### src/design/bkt_pkg.sv
/*
 * shared widths, state words, AXI4-Lite channel structs and the register map.
 * register offsets are byte addresses on an 8-bit AXI4-Lite address bus.
 */
package bkt_pkg;

    localparam int VAR_LVL_W = 16;
    localparam int BIN_ID_W  = 10;
    localparam int NV_W      = 16;

    // variable RAM word, 19 bits
    typedef struct packed {
        logic [1:0]           value;
        logic                 tried;
        logic [VAR_LVL_W-1:0] lvl;
    } var_state_t;

    // level RAM word, 11 bits
    typedef struct packed {
        logic [BIN_ID_W-1:0] bin_id;
        logic                has_bkted;
    } lvl_state_t;

    typedef struct packed {
        logic        awvalid;
        logic [7:0]  awaddr;
        logic        wvalid;
        logic [31:0] wdata;
        logic [3:0]  wstrb;
        logic        bready;
        logic        arvalid;
        logic [7:0]  araddr;
        logic        rready;
    } axil_req_t;

    typedef struct packed {
        logic        awready;
        logic        wready;
        logic        bvalid;
        logic [1:0]  bresp;
        logic        arready;
        logic        rvalid;
        logic [31:0] rdata;
        logic [1:0]  rresp;
    } axil_rsp_t;

    typedef struct packed {
        logic [NV_W-1:0]      nv_all;
        logic [VAR_LVL_W-1:0] bkt_lvl;
        logic [BIN_ID_W-1:0]  bkt_bin;
    } bkt_cfg_t;

    localparam logic [7:0] REG_CTRL     = 8'h00;
    localparam logic [7:0] REG_STATUS   = 8'h04;
    localparam logic [7:0] REG_NV_ALL   = 8'h08;
    localparam logic [7:0] REG_BKT_LVL  = 8'h0C;
    localparam logic [7:0] REG_BKT_BIN  = 8'h10;
    localparam logic [7:0] REG_VAR_ADDR = 8'h14;
    localparam logic [7:0] REG_VAR_DATA = 8'h18;
    localparam logic [7:0] REG_LVL_ADDR = 8'h1C;
    localparam logic [7:0] REG_LVL_DATA = 8'h20;

    localparam logic [1:0] RESP_OKAY   = 2'd0;
    localparam logic [1:0] RESP_SLVERR = 2'd2;

endpackage

### src/design/bkt_across_bin.sv
/*
 * backtrack sweep over variables 0..nv_all-1, fixed latency nv_all+3 from start.
 * nv_all above 2**VAR_ADDR_W wraps the RAM address.
 * cfg_i is sampled on start; later register changes do not affect a running sweep.
 */
module bkt_across_bin #(
    parameter int VAR_ADDR_W = 9
) (
    input  logic                           clk,
    input  logic                           rst,
    input  logic                           start_i,
    input  bkt_pkg::bkt_cfg_t              cfg_i,
    output logic                           busy_o,
    output logic                           done_o,
    output logic [VAR_ADDR_W-1:0]          vs_raddr_o,
    input  bkt_pkg::var_state_t            vs_rdata_i,
    output logic                           vs_we_o,
    output logic [VAR_ADDR_W-1:0]          vs_waddr_o,
    output bkt_pkg::var_state_t            vs_wdata_o,
    output logic                           ls_we_o,
    output logic [bkt_pkg::VAR_LVL_W-1:0]  ls_addr_o,
    output bkt_pkg::lvl_state_t            ls_wdata_o
);

    typedef enum logic [1:0] {
        S_IDLE,
        S_SWEEP,
        S_DRAIN
    } state_t;

    state_t                    state;
    logic [bkt_pkg::NV_W-1:0]  cnt;
    logic                      drain_cnt;
    bkt_pkg::bkt_cfg_t         cfg_q;
    logic                      s1_vld;
    logic                      s2_vld;
    logic [VAR_ADDR_W-1:0]     s2_addr;
    logic                      is_flip;
    logic                      is_clear;
    bkt_pkg::var_state_t       flip_word;

    always_ff @(posedge clk) begin
        if (!rst) begin
            state     <= S_IDLE;
            cnt       <= '0;
            drain_cnt <= 1'b0;
            busy_o    <= 1'b0;
            done_o    <= 1'b0;
            s1_vld    <= 1'b0;
        end else begin
            done_o <= 1'b0;
            case (state)
                S_IDLE: begin
                    if (start_i) begin
                        state  <= S_SWEEP;
                        busy_o <= 1'b1;
                        cnt    <= '0;
                    end
                end
                S_SWEEP: begin
                    if (cnt == cfg_q.nv_all) begin
                        state     <= S_DRAIN;
                        s1_vld    <= 1'b0;
                        drain_cnt <= 1'b0;
                    end else begin
                        s1_vld <= 1'b1;
                        cnt    <= cnt + 1'b1;
                    end
                end
                S_DRAIN: begin
                    // two cycles for the last read and write to leave the pipe
                    if (drain_cnt) begin
                        state  <= S_IDLE;
                        busy_o <= 1'b0;
                        done_o <= 1'b1;
                    end else begin
                        drain_cnt <= 1'b1;
                    end
                end
                default: state <= S_IDLE;
            endcase
        end
    end

    always_ff @(posedge clk) begin
        if (state == S_IDLE && start_i) begin
            cfg_q <= cfg_i;
        end
        if (state == S_SWEEP) begin
            vs_raddr_o <= cnt[VAR_ADDR_W-1:0];
        end
        // address travels with the returning RAM word
        s2_addr <= vs_raddr_o;
    end

    always_ff @(posedge clk) begin
        if (!rst) begin
            s2_vld <= 1'b0;
        end else begin
            s2_vld <= s1_vld;
        end
    end

    always_comb begin
        is_flip  = s2_vld && vs_rdata_i.lvl == cfg_q.bkt_lvl && !vs_rdata_i.tried;
        is_clear = s2_vld && !is_flip && vs_rdata_i.lvl >= cfg_q.bkt_lvl;

        flip_word       = vs_rdata_i;
        flip_word.value = ~vs_rdata_i.value;
        flip_word.tried = 1'b1;
    end

    always_ff @(posedge clk) begin
        if (!rst) begin
            vs_we_o <= 1'b0;
            ls_we_o <= 1'b0;
        end else begin
            vs_we_o <= is_flip || is_clear;
            ls_we_o <= is_flip;
        end
    end

    always_ff @(posedge clk) begin
        vs_waddr_o           <= s2_addr;
        vs_wdata_o           <= is_flip ? flip_word : '0;
        ls_addr_o            <= cfg_q.bkt_lvl;
        ls_wdata_o.bin_id    <= cfg_q.bkt_bin;
        ls_wdata_o.has_bkted <= 1'b1;
    end

    // RAM ports only belong to the engine while busy
    a_we_in_busy: assert property (@(posedge clk) disable iff (!rst)
        vs_we_o |-> busy_o);

    a_no_start_busy: assert property (@(posedge clk) disable iff (!rst)
        busy_o |-> !start_i);

endmodule

### config.mk
export PLATFORM = sky130hd
export DESIGN_NAME = bkt_across_bin
export DESIGN_NICKNAME = d
export VERILOG_FILES = /design/src/design/bkt_pkg.sv /design/src/design/bkt_across_bin.sv
export SDC_FILE = /design/constraint.sdc
export NUM_CORES = 1
export LEC_CHECK = 0
export BUFFER_PORTS_ARGS = -buffer_cell sky130_fd_sc_hd__buf_2
export CAP_MARGIN = 20
export CORE_MARGIN = 3
export CORE_UTILIZATION = 55
export CTS_BUF_LIST = sky130_fd_sc_hd__clkbuf_8
export DETAILED_ROUTE_END_ITERATION = 10
export MAX_ROUTING_LAYER = met4
export PLACE_DENSITY = 0.81
export SYNTH_ARGS = -nofsm -noshare
export SYNTH_HDL_FRONTEND = slang
export SYNTH_SLANG_ARGS = --single-unit
### constraint.sdc
create_clock -name clk -period 6.1 [get_ports clk]
set_input_delay 0.305 -clock clk [delete_from_list [all_inputs] [get_ports clk]]
set_output_delay 0.305 -clock clk [all_outputs]
set_load 0.02 [all_outputs]
==> results.tsv <==
stage	metric	value	unit
clocking	cts_tree	done	
route	first_iter_violations	172	
synth	postSynthCellCount	357	
die	core_area	8300	sq um
die	boundaryPins	132	
route	detail-route-antenna-nets	0	
worst_setup_path	reg2reg_to	cnt[14]$_SDFFE_PN0P_	
global_route	grt_pass1_wl	15.1	mm
sta	finClkSkew	11.2	ps
placement	io_buffers	130	
min_path	hold_path_depth	2	
sta	worst_slew_pin_slew	799	ps
synth	synth_edf_count	51	
worst_setup_path	start_kind	register	
clocking	cts_buffer_depth	2	
die	rows	33	
synth	synth.cell_area	4740	sq um
pwr	intPower	1.38	mW
finish	diodes	0	
synth	synth.yosys.seq_area_share	69.4	%
sta	min_period_over_period	42.8	%
worst_setup_path	r2r_setup_slack	3490	ps
route	viasPerCell	5.16	
worst_setup_path	cp-end-kind	register	
clocking	ctsHoldBuffers	0	
die	dieWidth	98.9	microns
min_path	worstHoldPathType	input pin to register	
pwr	power_density	314	nW/um^2
global_route	grt_pass1_vias	3192	
finish	layout_common_cells	buf_2 (130), dfxtp_1 (88), edfxtp_1 (51)	
clocking	clock_latency	420	ps
route	routed_wl	9.35	mm
worst_setup_path	path_cells	xor2_1, nor4_1, nand4_1, and4b_1, o21a_1	
pwr	power.switching	0.458	mW
global_route	grtUsageTotal	20.3	%
route	m1WireLength	3.90	mm
sta	hold_ws	32.8	ps
placement	place_congestion	0.875	
route	topRoutingLayerUsed	met4	
finish	final_common_cell	buf_2	
route	avgRoutedWirePerCell	15.2	microns
sta	period_minus_slack	2610	ps
placement	dpl_worst_slack	3540	ps
clocking	cts_made_buffers	17	
die	start_util	57.2	%
route	remaining_drc_errors	0	
die	fp.dieArea	9770	sq um
pwr	power.combinational.fraction	6.9	%
flow_run	cap_violations	0	
clocking	ctsResizeCount	0	
global_route	grt_max_degree	37	
global_route	grt-ovfl-total	0	
synth	yosys_warnings	0	
sta	finalSetupViolCount	0	
sta	hold_violations	0	
pwr	switching_share	24.9	%
worst_setup_path	cp_max_fo	20	
min_path	min-delay-start	vs_rdata_i[18]	
sta	final.setup.tns	0	ps
synth	ys_seq_elements	139	
sta	slew-limit-headroom	46.6	%
sta	setup_ws	3490	ps
worst_setup_path	critPathSlowestCell	nand4_1	
worst_setup_path	max_stage_delay	740	ps
finish	layout-drive-gt1-share	33.8	%
pwr	seqPwrFrac	55.6	%
route	vias	3167	
pwr	pwr-share-clk	37.5	%
placement	dpl.hpwl	6.68	mm
finish	syn_to_final_growth	23.6	%
synth	synth_ff_type	dfxtp_1	
global_route	antenna_found_initial	0	
die	fp.dieH	98.9	microns
clocking	cts-root-buf	clkbuf_8	
synth	syn-num-nets	438	
sta	rsz0062_at_grt	no	
synth	avgSynthCellArea	13.3	sq um
synth	synth_cell_types	44	
worst_setup_path	required	6410	ps
clocking	htree_levels	4	
pwr	vdd_drop_max	199	uV
route	met2_length	4.66	mm
sta	max_freq	383	MHz
pwr	power	1.84	mW
synth	synth_async_sr_flop_share	0	%
min_path	whs_endpoint	vs_wdata_o[18]$_SDFF_PN0_	
clocking	clk_pin_slew	80	ps
sta	slew_violations	0	
worst_setup_path	cp.arrival	2920	ps
route	drt_pre_antenna_iters	4	
worst_setup_path	r2r_start	cnt[7]$_SDFFE_PN0P_	
clocking	cts.sinks	139	
worst_setup_path	criticalPathCategory	register to register	
route	dr_wl_met3	643	microns
run_status	run_status	complete, no violations	
worst_setup_path	r2r_cells	5	
pwr	p_leak	2.63	nW
finish	nNetsFinal	577	
finish	fillers	596	
clocking	cts_setup_buffers	0	
-- cell usage after synthesis, drive strengths merged (2+ instances only) --
master  instances  area [sq um]
o21ai           5          25.0
a211oi          2          15.0
and4b           2          20.0
nand3b          2          15.0
buf             6          35.0
nand4           7          43.8
a31oi          13          81.3
xor2           16           140
or3             4          30.0
nor2b           3          18.8
ha             17           213
a21oi           9          45.0
and3            5          35.0
nor2            8          30.0
nand2b          2          12.5
clkbuf          6          22.5
edfxtp         51          1530
o21a            3          22.5
inv            24          90.1
dfxtp          88          1760
a21o            9          67.6
and2           18           113
o211ai          7          66.3
nor3            8          51.3
nand3          13          70.1
nand2          12          45.0
nor4            7          50.1
-- worst max-delay path: cells and delay by family, from the launching register on --
kind	cells	cell delay, ps
xor gates and xnor gates	1	110
and+or+nand+nor	3	1730
DFF	1	490
AOI/OAI and AO/OA	1	170
-- logic make-up after synthesis --
kind of cell	Yosys count	share of synthesized area, %
flip-flops	139	69.4
AND/OR/NAND/NOR	94	11.8
AO/OA/AOI/OAI	53	7.91
buffers and inverters	36	3.11
adder cells (fa/ha/maj)	17	4.48
XOR/XNOR	16	2.95
other	1	0.0791
multiplexers	1	0.211
-- layer usage --
metal  track usage, %  vias to the layer above
met5                -                        -
met1             24.6                     1466
met3             4.88                       17
met2             31.7                      124
li1                 -                     1560
met4             10.4                        0
-- sequential cells by signal, summed over array words and instances (netlist names) --
| register | flops |
|---|---|
| vs_raddr_o | 9 |
| cnt | 16 |
| cfg_q | 42 |
| busy_o | 1 |
| vs_we_o | 1 |
| s2_vld | 1 |
| vs_wdata_o | 19 |
| ls_wdata_o | 10 |
| ls_addr_o | 16 |
| s1_vld | 1 |
| drain_cnt | 1 |
| done_o | 1 |
| vs_waddr_o | 9 |
| ls_we_o | 1 |
| s2_addr | 9 |
| state | 2 |
-- cell type report --
class	count	area, sq um	area share, %
Tap cell	105	131	2.24
Sequential cell	139	3290	56.2
Multi-Input combinational cell	182	1310	22.3
Clock inverter	15	138	2.35
Clock buffer	17	234	3.99
Timing Repair Buffer	132	666	11.4
Inverter	24	90.1	1.54
-- stage by stage --
| stage | area (sq um) | cells | util, % |
|---|---|---|---|
| 2_1_floorplan | 4740 | 357 | - |
| 3_3_place_gp | 5480 | 581 | 66.0 |
| 3_5_place_dp | 5490 | 582 | 66.1 |
| 4_1_cts | 5860 | 614 | 70.6 |
| 5_1_grt | 5860 | 614 | 70.6 |
| 6_report | 5860 | 614 | 70.6 |
-- power groups by stage --
stage          logic [mW]  registers (mW)  clock network (mW)
2_1_floorplan      0.0499            1.06                   0
3_3_place_gp        0.124            1.04                   0
3_5_place_dp        0.127            1.04                   0
4_1_cts             0.128            1.02               0.703
5_1_grt             0.140            1.03               0.741
6_report            0.127            1.02               0.691
-- worst max path at each step --
stage                   startpoint                   endpoint  slack, ps
2_1_floorplan              start_i         cfg_q[0]$_DFFE_PP_       4050
3_3_place_gp        vs_rdata_i[13]  vs_wdata_o[11]$_SDFF_PN0_       3580
3_5_place_dp   cnt[7]$_SDFFE_PN0P_       cnt[14]$_SDFFE_PN0P_       3540
4_1_cts        cnt[7]$_SDFFE_PN0P_       cnt[14]$_SDFFE_PN0P_       3510
5_1_grt        cnt[8]$_SDFFE_PN0P_       cnt[14]$_SDFFE_PN0P_       3230
6_report       cnt[7]$_SDFFE_PN0P_       cnt[14]$_SDFFE_PN0P_       3490
(Power assumes the default switching activity.)
