## src/design/bkt_pkg.sv

```systemverilog
/*
 * shared widths, state words, AXI4-Lite channel structs and the register map.
 * register offsets are byte addresses on an 8-bit AXI4-Lite address bus.
 */
package bkt_pkg;

    localparam int VAR_LVL_W = 16;
    localparam int BIN_ID_W  = 10;
    localparam int NV_W      = 16;

    // variable RAM word, 19 bits
    typedef struct packed {
        logic [1:0]           value;
        logic                 tried;
        logic [VAR_LVL_W-1:0] lvl;
    } var_state_t;

    // level RAM word, 11 bits
    typedef struct packed {
        logic [BIN_ID_W-1:0] bin_id;
        logic                has_bkted;
    } lvl_state_t;

    typedef struct packed {
        logic        awvalid;
        logic [7:0]  awaddr;
        logic        wvalid;
        logic [31:0] wdata;
        logic [3:0]  wstrb;
        logic        bready;
        logic        arvalid;
        logic [7:0]  araddr;
        logic        rready;
    } axil_req_t;

    typedef struct packed {
        logic        awready;
        logic        wready;
        logic        bvalid;
        logic [1:0]  bresp;
        logic        arready;
        logic        rvalid;
        logic [31:0] rdata;
        logic [1:0]  rresp;
    } axil_rsp_t;

    typedef struct packed {
        logic [NV_W-1:0]      nv_all;
        logic [VAR_LVL_W-1:0] bkt_lvl;
        logic [BIN_ID_W-1:0]  bkt_bin;
    } bkt_cfg_t;

    localparam logic [7:0] REG_CTRL     = 8'h00;
    localparam logic [7:0] REG_STATUS   = 8'h04;
    localparam logic [7:0] REG_NV_ALL   = 8'h08;
    localparam logic [7:0] REG_BKT_LVL  = 8'h0C;
    localparam logic [7:0] REG_BKT_BIN  = 8'h10;
    localparam logic [7:0] REG_VAR_ADDR = 8'h14;
    localparam logic [7:0] REG_VAR_DATA = 8'h18;
    localparam logic [7:0] REG_LVL_ADDR = 8'h1C;
    localparam logic [7:0] REG_LVL_DATA = 8'h20;

    localparam logic [1:0] RESP_OKAY   = 2'd0;
    localparam logic [1:0] RESP_SLVERR = 2'd2;

endpackage

```

## src/design/bkt_csr.sv

```systemverilog
/*
 * AXI4-Lite slave, one write and one read outstanding, full-word writes only;
 * a write with all strobes low is answered but ignored.
 * RAM windows return SLVERR while the engine is busy. level addresses wrap at
 * 2**LVL_ADDR_W.
 */
module bkt_csr #(
    parameter int VAR_ADDR_W = 9,
    parameter int LVL_ADDR_W = 9
) (
    input  logic                          clk,
    input  logic                          rst,
    input  bkt_pkg::axil_req_t            axil_req_i,
    output bkt_pkg::axil_rsp_t            axil_rsp_o,
    output bkt_pkg::bkt_cfg_t             cfg_o,
    output logic                          start_o,
    input  logic                          busy_i,
    input  logic                          done_i,
    output logic [VAR_ADDR_W-1:0]         vs_raddr_o,
    input  bkt_pkg::var_state_t           vs_rdata_i,
    output logic                          vs_we_o,
    output logic [VAR_ADDR_W-1:0]         vs_waddr_o,
    output bkt_pkg::var_state_t           vs_wdata_o,
    output logic [LVL_ADDR_W-1:0]         ls_raddr_o,
    input  bkt_pkg::lvl_state_t           ls_rdata_i,
    output logic                          ls_we_o,
    output logic [LVL_ADDR_W-1:0]         ls_waddr_o,
    output bkt_pkg::lvl_state_t           ls_wdata_o,
    input  logic [VAR_ADDR_W-1:0]         eng_vs_raddr_i,
    input  logic                          eng_vs_we_i,
    input  logic [VAR_ADDR_W-1:0]         eng_vs_waddr_i,
    input  bkt_pkg::var_state_t           eng_vs_wdata_i,
    input  logic                          eng_ls_we_i,
    input  logic [bkt_pkg::VAR_LVL_W-1:0] eng_ls_addr_i,
    input  bkt_pkg::lvl_state_t           eng_ls_wdata_i
);

    localparam int VS_W = $bits(bkt_pkg::var_state_t);
    localparam int LS_W = $bits(bkt_pkg::lvl_state_t);

    logic                  wr_acc;
    logic                  bvalid_q;
    logic [1:0]            bresp_q;
    logic                  rd_acc;
    logic                  rd_pend;
    logic                  rvalid_q;
    logic [1:0]            rresp_q;
    logic [31:0]           rdata_q;
    logic [7:0]            ar_addr_q;
    logic                  rd_busy_q;
    logic                  done_sticky;
    logic [VAR_ADDR_W-1:0] var_addr_q;
    logic [LVL_ADDR_W-1:0] lvl_addr_q;
    logic                  wr_en;
    logic                  wr_err;
    logic                  host_vs_we;
    logic                  host_ls_we;
    logic [31:0]           rd_word;
    logic                  rd_err;

    assign wr_en      = wr_acc && axil_req_i.awvalid && axil_req_i.wvalid
                        && |axil_req_i.wstrb;
    assign host_vs_we = wr_en && axil_req_i.awaddr == bkt_pkg::REG_VAR_DATA && !busy_i;
    assign host_ls_we = wr_en && axil_req_i.awaddr == bkt_pkg::REG_LVL_DATA && !busy_i;

    always_comb begin
        case (axil_req_i.awaddr)
            bkt_pkg::REG_CTRL, bkt_pkg::REG_STATUS, bkt_pkg::REG_NV_ALL,
            bkt_pkg::REG_BKT_LVL, bkt_pkg::REG_BKT_BIN,
            bkt_pkg::REG_VAR_ADDR, bkt_pkg::REG_LVL_ADDR: wr_err = 1'b0;
            bkt_pkg::REG_VAR_DATA, bkt_pkg::REG_LVL_DATA: wr_err = busy_i;
            default: wr_err = 1'b1;
        endcase
    end

    // write channel and register updates
    always_ff @(posedge clk) begin
        if (!rst) begin
            wr_acc     <= 1'b0;
            bvalid_q   <= 1'b0;
            bresp_q    <= bkt_pkg::RESP_OKAY;
            start_o    <= 1'b0;
            cfg_o      <= '0;
            var_addr_q <= '0;
            lvl_addr_q <= '0;
        end else begin
            start_o <= 1'b0;
            if (wr_acc && axil_req_i.awvalid && axil_req_i.wvalid) begin
                wr_acc   <= 1'b0;
                bvalid_q <= 1'b1;
                bresp_q  <= wr_err ? bkt_pkg::RESP_SLVERR : bkt_pkg::RESP_OKAY;
            end else if (!wr_acc && !bvalid_q && axil_req_i.awvalid
                         && axil_req_i.wvalid) begin
                wr_acc <= 1'b1;
            end else if (bvalid_q && axil_req_i.bready) begin
                bvalid_q <= 1'b0;
            end

            if (wr_en) begin
                case (axil_req_i.awaddr)
                    bkt_pkg::REG_CTRL: begin
                        // start while busy is dropped
                        start_o <= axil_req_i.wdata[0] && !busy_i;
                    end
                    bkt_pkg::REG_NV_ALL:
                        cfg_o.nv_all <= axil_req_i.wdata[bkt_pkg::NV_W-1:0];
                    bkt_pkg::REG_BKT_LVL:
                        cfg_o.bkt_lvl <= axil_req_i.wdata[bkt_pkg::VAR_LVL_W-1:0];
                    bkt_pkg::REG_BKT_BIN:
                        cfg_o.bkt_bin <= axil_req_i.wdata[bkt_pkg::BIN_ID_W-1:0];
                    bkt_pkg::REG_VAR_ADDR:
                        var_addr_q <= axil_req_i.wdata[VAR_ADDR_W-1:0];
                    bkt_pkg::REG_LVL_ADDR:
                        lvl_addr_q <= axil_req_i.wdata[LVL_ADDR_W-1:0];
                    default: ;
                endcase
            end
        end
    end

    always_comb begin
        rd_err  = 1'b0;
        rd_word = '0;
        case (ar_addr_q)
            bkt_pkg::REG_CTRL:     rd_word = '0;
            bkt_pkg::REG_STATUS:   rd_word = {30'd0, done_sticky, busy_i | start_o};
            bkt_pkg::REG_NV_ALL:   rd_word = 32'(cfg_o.nv_all);
            bkt_pkg::REG_BKT_LVL:  rd_word = 32'(cfg_o.bkt_lvl);
            bkt_pkg::REG_BKT_BIN:  rd_word = 32'(cfg_o.bkt_bin);
            bkt_pkg::REG_VAR_ADDR: rd_word = 32'(var_addr_q);
            bkt_pkg::REG_LVL_ADDR: rd_word = 32'(lvl_addr_q);
            bkt_pkg::REG_VAR_DATA: begin
                rd_err  = rd_busy_q;
                rd_word = rd_busy_q ? '0 : 32'(vs_rdata_i);
            end
            bkt_pkg::REG_LVL_DATA: begin
                rd_err  = rd_busy_q;
                rd_word = rd_busy_q ? '0 : 32'(ls_rdata_i);
            end
            default: rd_err = 1'b1;
        endcase
    end

    // read channel, rvalid two cycles after arready so the RAM word settles
    always_ff @(posedge clk) begin
        if (!rst) begin
            rd_acc      <= 1'b0;
            rd_pend     <= 1'b0;
            rvalid_q    <= 1'b0;
            rresp_q     <= bkt_pkg::RESP_OKAY;
            rdata_q     <= '0;
            done_sticky <= 1'b0;
        end else begin
            if (rd_acc && axil_req_i.arvalid) begin
                rd_acc  <= 1'b0;
                rd_pend <= 1'b1;
            end else if (!rd_acc && !rd_pend && !rvalid_q && axil_req_i.arvalid) begin
                rd_acc <= 1'b1;
            end

            if (rd_pend) begin
                rd_pend  <= 1'b0;
                rvalid_q <= 1'b1;
                rdata_q  <= rd_word;
                rresp_q  <= rd_err ? bkt_pkg::RESP_SLVERR : bkt_pkg::RESP_OKAY;
            end else if (rvalid_q && axil_req_i.rready) begin
                rvalid_q <= 1'b0;
            end

            if (done_i) begin
                done_sticky <= 1'b1;
            end else if (rd_pend && ar_addr_q == bkt_pkg::REG_STATUS) begin
                done_sticky <= 1'b0;
            end
        end
    end

    always_ff @(posedge clk) begin
        if (rd_acc && axil_req_i.arvalid) begin
            ar_addr_q <= axil_req_i.araddr;
            rd_busy_q <= busy_i;
        end
    end

    always_comb begin
        axil_rsp_o.awready = wr_acc;
        axil_rsp_o.wready  = wr_acc;
        axil_rsp_o.bvalid  = bvalid_q;
        axil_rsp_o.bresp   = bresp_q;
        axil_rsp_o.arready = rd_acc;
        axil_rsp_o.rvalid  = rvalid_q;
        axil_rsp_o.rdata   = rdata_q;
        axil_rsp_o.rresp   = rresp_q;
    end

    // RAM ports follow the engine while busy
    assign vs_raddr_o = busy_i ? eng_vs_raddr_i : var_addr_q;
    assign vs_we_o    = busy_i ? eng_vs_we_i : host_vs_we;
    assign vs_waddr_o = busy_i ? eng_vs_waddr_i : var_addr_q;
    assign vs_wdata_o = busy_i ? eng_vs_wdata_i
                               : bkt_pkg::var_state_t'(axil_req_i.wdata[VS_W-1:0]);
    assign ls_raddr_o = lvl_addr_q;
    assign ls_we_o    = busy_i ? eng_ls_we_i : host_ls_we;
    assign ls_waddr_o = busy_i ? eng_ls_addr_i[LVL_ADDR_W-1:0] : lvl_addr_q;
    assign ls_wdata_o = busy_i ? eng_ls_wdata_i
                               : bkt_pkg::lvl_state_t'(axil_req_i.wdata[LS_W-1:0]);

    a_bvalid_hold: assert property (@(posedge clk) disable iff (!rst)
        axil_rsp_o.bvalid && !axil_req_i.bready |=> axil_rsp_o.bvalid);

endmodule

```

## config.mk

```make
export PLATFORM = sky130hd
export DESIGN_NAME = bkt_csr
export DESIGN_NICKNAME = d
export VERILOG_FILES = /design/src/design/bkt_pkg.sv /design/src/design/bkt_csr.sv
export SDC_FILE = /design/constraint.sdc
export NUM_CORES = 1
export LEC_CHECK = 0
export BUFFER_PORTS_ARGS = -buffer_cell sky130_fd_sc_hd__buf_4
export CORE_AREA = 2 2 120 122
export DETAILED_ROUTE_END_ITERATION = 6
export DIE_AREA = 0 0 122 124
export GPL_TIMING_DRIVEN = 1
export PLACE_DENSITY = 0.76
export SLEW_MARGIN = 0
export SYNTH_ARGS = -nofsm -noshare
export SYNTH_HDL_FRONTEND = slang
export SYNTH_SLANG_ARGS = --single-unit
```

## constraint.sdc

```tcl
create_clock -name clk -period 1.9 [get_ports clk]
set_input_delay 0.285 -clock clk [delete_from_list [all_inputs] [get_ports clk]]
set_output_delay 0.285 -clock clk [all_outputs]
set_load 0.1 [all_outputs]
```

==> results of run 1 <==
state kept, by name, summed over array words and instances, names as in the netlist:
signal,flops
ar_addr_q,8
rresp_q,1
start_o,1
done_sticky,1
rd_busy_q,1
bvalid_q,1
rdata_q,19
cfg_o,42
rd_pend,1
bresp_q,1
var_addr_q,9
ls_raddr_o,9
wr_acc,1
rvalid_q,1
rd_acc,1
metal layers:
metal	GRT usage (%)	share of wire, %	vias to the layer above
met5	0	0	-
met4	8.62	2.6	0
met3	5.68	7.9	30
met2	42.3	48	278
met1	30.3	41	2578
li1	-	-	2660
power by group through the flow:
| stage | registers (mW) | clock network [mW] | logic (mW) |
|---|---|---|---|
| after global placement | 2.14 | 0 | 1.54 |
| after CTS | 2.09 | 1.89 | 1.56 |
| after floorplan | 2.15 | 0 | 1.09 |
| after detailed placement | 2.14 | 0 | 1.55 |
| after global routing | 2.09 | 1.98 | 1.62 |
| final | 2.09 | 1.88 | 1.57 |
repair_timing:
action	CTS	global route
pin swaps	1	13
setup endpoints to repair	11	46
gates resized for setup	10	26
endpoints found under the hold margin	0	0
buffers inserted	3	2
gates cloned	0	0
layout make-up:
| cell class | count | area [µm²] |
|---|---|---|
| multi-input combinational | 452 | 3280 |
| tap | 180 | 225 |
| clock inverter | 6 | 73.8 |
| sequential | 97 | 2030 |
| clock buffer | 10 | 229 |
| timing repair buffer | 324 | 2580 |
| fill | 1178 | 5280 |
| inverter | 6 | 22.5 |
cell families (layout without fill, tap and decap cells):
kind of cell	after synthesis	count (layout)
xor gates and xnor gates	1	1
DFF	97	97
AOI/OAI and AO/OA	93	93
and+or+nand+nor	262	262
other	1	15
buffers and inverters	63	346
muxes	81	81
final timing paths:
path	from	to	depth (start not counted)
worst max-delay path	wr_acc	ls_we_o	6
worst min-delay path	axil_req_i[6]	ar_addr_q[5]	1
worst max register to register	wr_acc	cfg_o[32]	8
worst min register to register	rdata_q[10]	rdata_q[10]	2
worst max-delay path: stages (launching register included):
cell	delay, ns
dfxtp_2	0.33
and3_4	0.19
nand4_1	0.13
buf_4	0.18
or3_4	0.34
o21ai_4	0.15
buf_12	0.19
layout by cell type, fill, tap and decap left out, drive strengths merged, types with 4 or more instances in the layout:
cell type	netlist	final
mux2	26	26
dfxtp	88	88
a221oi	7	7
nor2	82	82
nand2b	24	24
or4b	4	4
nor3	8	8
edfxtp	9	9
a22o	4	4
o221ai	4	4
a22oi	18	18
clkbuf	25	10
nor2b	7	7
inv	5	9
o21ai	20	20
a21oi	18	18
conb	1	15
buf	32	324
nand4	5	5
nand2	104	104
a221o	5	5
nor4	5	5
mux2i	55	55
through the flow:
step	instances	TNS (ns)	utilization [%]
2_1_floorplan	612	-0.0328	-
3_3_place_gp	1054	-1.19	57.9
3_5_place_dp	1054	-1.96	57.9
4_1_cts	1073	-0.280	60.6
6_report	1075	-1.80	61.6
5_1_grt	1075	-3.88	61.6
==> results.toml, run 1 <==
[floorplan]
die_y_um = 124
initial_core_util_pct = 37.5
dieArea_mm2 = 0.0151
num_rows = 43
die_w_um = 122
fp.coreArea_mm2 = 0.0137
num_io_pins = 309

[power]
power_mw = 5.54
p_seq_share_pct = 37.8
ir_drop_mv = 0.550
intPower_mw = 3.57
switching_share_pct = 35.6
leakagePower_nw = 3.87
switchingPower_mw = 1.97
power_frac_clock_pct = 33.9
p_comb_share_pct = 28.3
p_per_area_mw_per_mm2 = 656

[route]
drtIter0Drc = 385
drcViolationCount = 0
vias = 5546
ant_nets = 0
wirelength_mm = 19.3
via_per_inst = 5.16
firstDrtPassIters = 5
wl_per_cell_um = 17.9

[clock_network]
clkLatencyLatePin_ns = 0.35
cts_tree = "yes"
postCtsHoldBufs = 0
htreeDepth = 3
cts.sinks = 97
clkTransAtPathRegs_ns = 0.07
clockBufferDepth = 2
clockRootBuffer = "clkbuf_16"
cts_buffers = 9

[layout]
stdcell_area_mm2 = 0.00844
area_growth_syn_to_layout_pct = 64.3
drive_above_1_share_pct = 49.7
layout.nets = 1047
diodes = 0

[logic_synthesis]
synth_fa_ha_area_share_pct = 0
synth_area_leaders = "dfxtp_1, mux2i_1, nand2_1, nor2_1, mux2_2"
synthTopCellsByCount = "nand2_1, dfxtp_1, nor2_1"
syn_avg_cell_area_um2 = 8.60
yosysMostFrequentCell = "nand2_1"
ys.flop_type = "dfxtp_1"
synth_warnings = 0
ys_types = 57
syn-cell-area_mm2 = 0.00514
syn_inst = 598
async_reset_ff_share_pct = 0
synth_compound_area_share_pct = 12.8
synth_seq_cells = 97
synth_top_area_share_pct = 34.3
synth_top_family_by_area = "simple AND/OR/NAND/NOR gates"
synth_top_area_cell = "dfxtp_1"
synth_simple_gate_area_share_pct = 24.1
seq_area_frac_synth_pct = 39.5
synth_edf_count = 9
synth_mux_area_share_pct = 16.4
synth_xor_area_share_pct = 0.170

[timing]
slew_violations = 0
setup_viol = 31
fin_crit_ns = 2.14
skew_ns = 0.00946
hold_slack_ns = 0.114
fmax_mhz = 467
fin_ws_ns = -0.242
period_share_pct = 113
rsz0062_at_grt = "yes"
hold_viol_final = 0

[critical_path]
startpoint_type = "register"
arrival_ns = 1.86
required_ns = 1.62
path_max_fanout = 2
path_class = "register to primary output"
reg2reg_slack_ns = -0.11
endpoint_kind = "primary output"

[grt]
grt_usage_pct = 24.6
gr-total-overflow = 0
grt_pass1_wl_mm = 28.6
antenna_found_initial = 0
grt_max_degree = 69
grt_pass1_vias = 5302

[job]
drv_cap = 0

[worst_hold_path]
worstHoldPathType = "primary input to register"

[status]
violations = "negative setup slack"
status = "finished, violations left"

[place]
io_buffers = 273
hpwl_mm = 14.8
place_area_mm2 = 0.00794
dpl_worst_slack_ns = -0.0995
routabilityCongestion = 0.901
Power figures use the tool's default switching activity.
==> run 2: changes to the inputs <==
--- a/config.mk
+++ b/config.mk
@@ -11,6 +11,7 @@
 export DIE_AREA = 0 0 122 124
 export GPL_TIMING_DRIVEN = 1
 export PLACE_DENSITY = 0.76
+export REMOVE_ABC_BUFFERS = 1
 export SLEW_MARGIN = 0
 export SYNTH_ARGS = -nofsm -noshare
 export SYNTH_HDL_FRONTEND = slang
==> results.toml, run 2 (synthesized netlist as in run 1, its figures left out) <==
[status]
status = "finished, violations left"
violations = "negative setup slack"

[grt]
gr-total-overflow = 0
grt_pass1_vias = 5137
grt_usage_pct = 22.8
antenna_found_initial = 0
grt_pass1_wl_mm = 26.7
grt_max_degree = 74

[power]
leakagePower_nw = 3.86
intPower_mw = 3.57
power_mw = 5.49
power_frac_clock_pct = 34.9
p_per_area_mw_per_mm2 = 673
p_seq_share_pct = 38.1
ir_drop_mv = 0.500
switching_share_pct = 34.9
p_comb_share_pct = 27.0
switchingPower_mw = 1.92

[critical_path]
r2r-start = "ar_addr_q[1]"
startpoint_type = "register"
arrival_ns = 1.75
crit_end = "ls_we_o"
path_class = "register to primary output"
crit_chain = "and3_4 -> nand4_1 -> or3_4 -> o21ai_4 -> buf_12"
path_depth = 5
r2r_end = "rdata_q[0]"
critPathMaxStageDelay_ns = 0.39
reg2reg_slack_ns = -0.01
endpoint_kind = "primary output"
startpoint = "wr_acc"
reg2regPathDepth = 5
required_ns = 1.62
crit_buf_inv = 1
slowest_stage = "or3_4"
cpLargestDelayFamily = "simple AND/OR/NAND/NOR gates"
path_max_fanout = 4

[clock_network]
clockBufferDepth = 2
clockRootBuffer = "clkbuf_16"
clkTransAtPathRegs_ns = 0.07
cts_tree = "yes"
htreeDepth = 3
cts_buffers = 9
postCtsHoldBufs = 0
cts.sinks = 97
clkLatencyLatePin_ns = 0.35

[layout]
final_util_pct = 59.5
top_regs = "cfg_o (42), rdata_q (19)"
stdcell_area_mm2 = 0.00816
area_growth_syn_to_layout_pct = 58.7
top_register = "cfg_o"
largest_reg_flops = 42
final_common_cell = "buf_4"
drive_above_1_share_pct = 45.8
layout.cells.non_filler = 1088
nFillCells = 1242
layout.nets = 1060
final_cell_mix = "buf_4, nand2_1, dfxtp_1"
diodes = 0

[route]
vias = 5480
drcViolationCount = 0
ant_nets = 0
firstDrtPassIters = 5
wirelength_mm = 17.9
wl_per_cell_um = 16.5
via_per_inst = 5.04
drtIter0Drc = 251

[timing]
fmax_mhz = 491
max_slew.worst_pin.slew_ns = 0.552
fin_ws_ns = -0.135
max-slew-margin-rel_pct = 63.2
hold_slack_ns = 0.104
rsz0062_at_grt = "yes"
slew_violations = 0
skew_ns = 0.00868
setup_viol = 3
hold_viol_final = 0
fin_crit_ns = 2.03
tns_ns = -0.189
period_share_pct = 107

[place]
dp_cells = 1064
place_area_mm2 = 0.00761
dpl_worst_slack_ns = -0.190
routabilityCongestion = 0.931
io_buffers = 273
hpwl_mm = 13.6

[floorplan]
die_w_um = 122
num_io_pins = 309
dieArea_mm2 = 0.0151
initial_core_util_pct = 37.5
fp.coreArea_mm2 = 0.0137
die_y_um = 124
num_rows = 43

[job]
drv_cap = 0

[worst_hold_path]
worstHoldPathType = "primary input to register"
run 2: cell count changes in the layout (fill, tap and decap cells not counted), sizes merged:
cell | before | now
inv | 9 | 10
buf | 324 | 337
clkinvlp | 0 | 1
clkinv | 2 | 0
run 2: cell type report:
type | count | area [µm²] | share of cell area, %
clock buffer | 10 | 239 | 2.93
clock inverter | 6 | 72.6 | 0.890
inverter | 6 | 22.5 | 0.276
multi-input combinational | 452 | 2940 | 36.1
sequential | 97 | 2030 | 24.9
tap | 180 | 225 | 2.76
timing repair buffer | 337 | 2620 | 32.2
run 2: how the worst min path moves through the flow:
stage	endpoint	slack [ns]	from	depth (start not counted)
2_1_floorplan	start_o	0.36	axil_req_i[53]	1
4_1_cts	ar_addr_q[1]	0.09	axil_req_i[2]	1
3_3_place_gp	rdata_q[10]	0.44	rdata_q[10]	2
5_1_grt	ar_addr_q[4]	0.09	axil_req_i[5]	1
3_5_place_dp	rdata_q[10]	0.44	rdata_q[10]	2
6_report	ar_addr_q[1]	0.10	axil_req_i[2]	1
run 2: repair_timing:
item	4_1_cts	5_1_grt
endpoints found under the setup margin	10	66
buffers inserted	1	7
pin swaps	1	19
resized for setup	10	33
run 2: power by group through the flow:
stage | clock (mW) | sequential (mW) | combinational [mW]
finish | 1.92 | 2.09 | 1.48
global route | 2.03 | 2.09 | 1.54
CTS | 1.96 | 2.09 | 1.47
detailed placement | 0 | 2.14 | 1.46
global placement | 0 | 2.14 | 1.45
floorplan | 0 | 2.20 | 0.897
run 2: metal layers:
metal	global-route usage (%)	up-vias	share of wire (%)
li1	-	2682	-
met1	28.1	2528	41
met2	39.4	253	49
met3	5.49	17	8.5
met4	7.40	0	1.5
met5	0	-	0
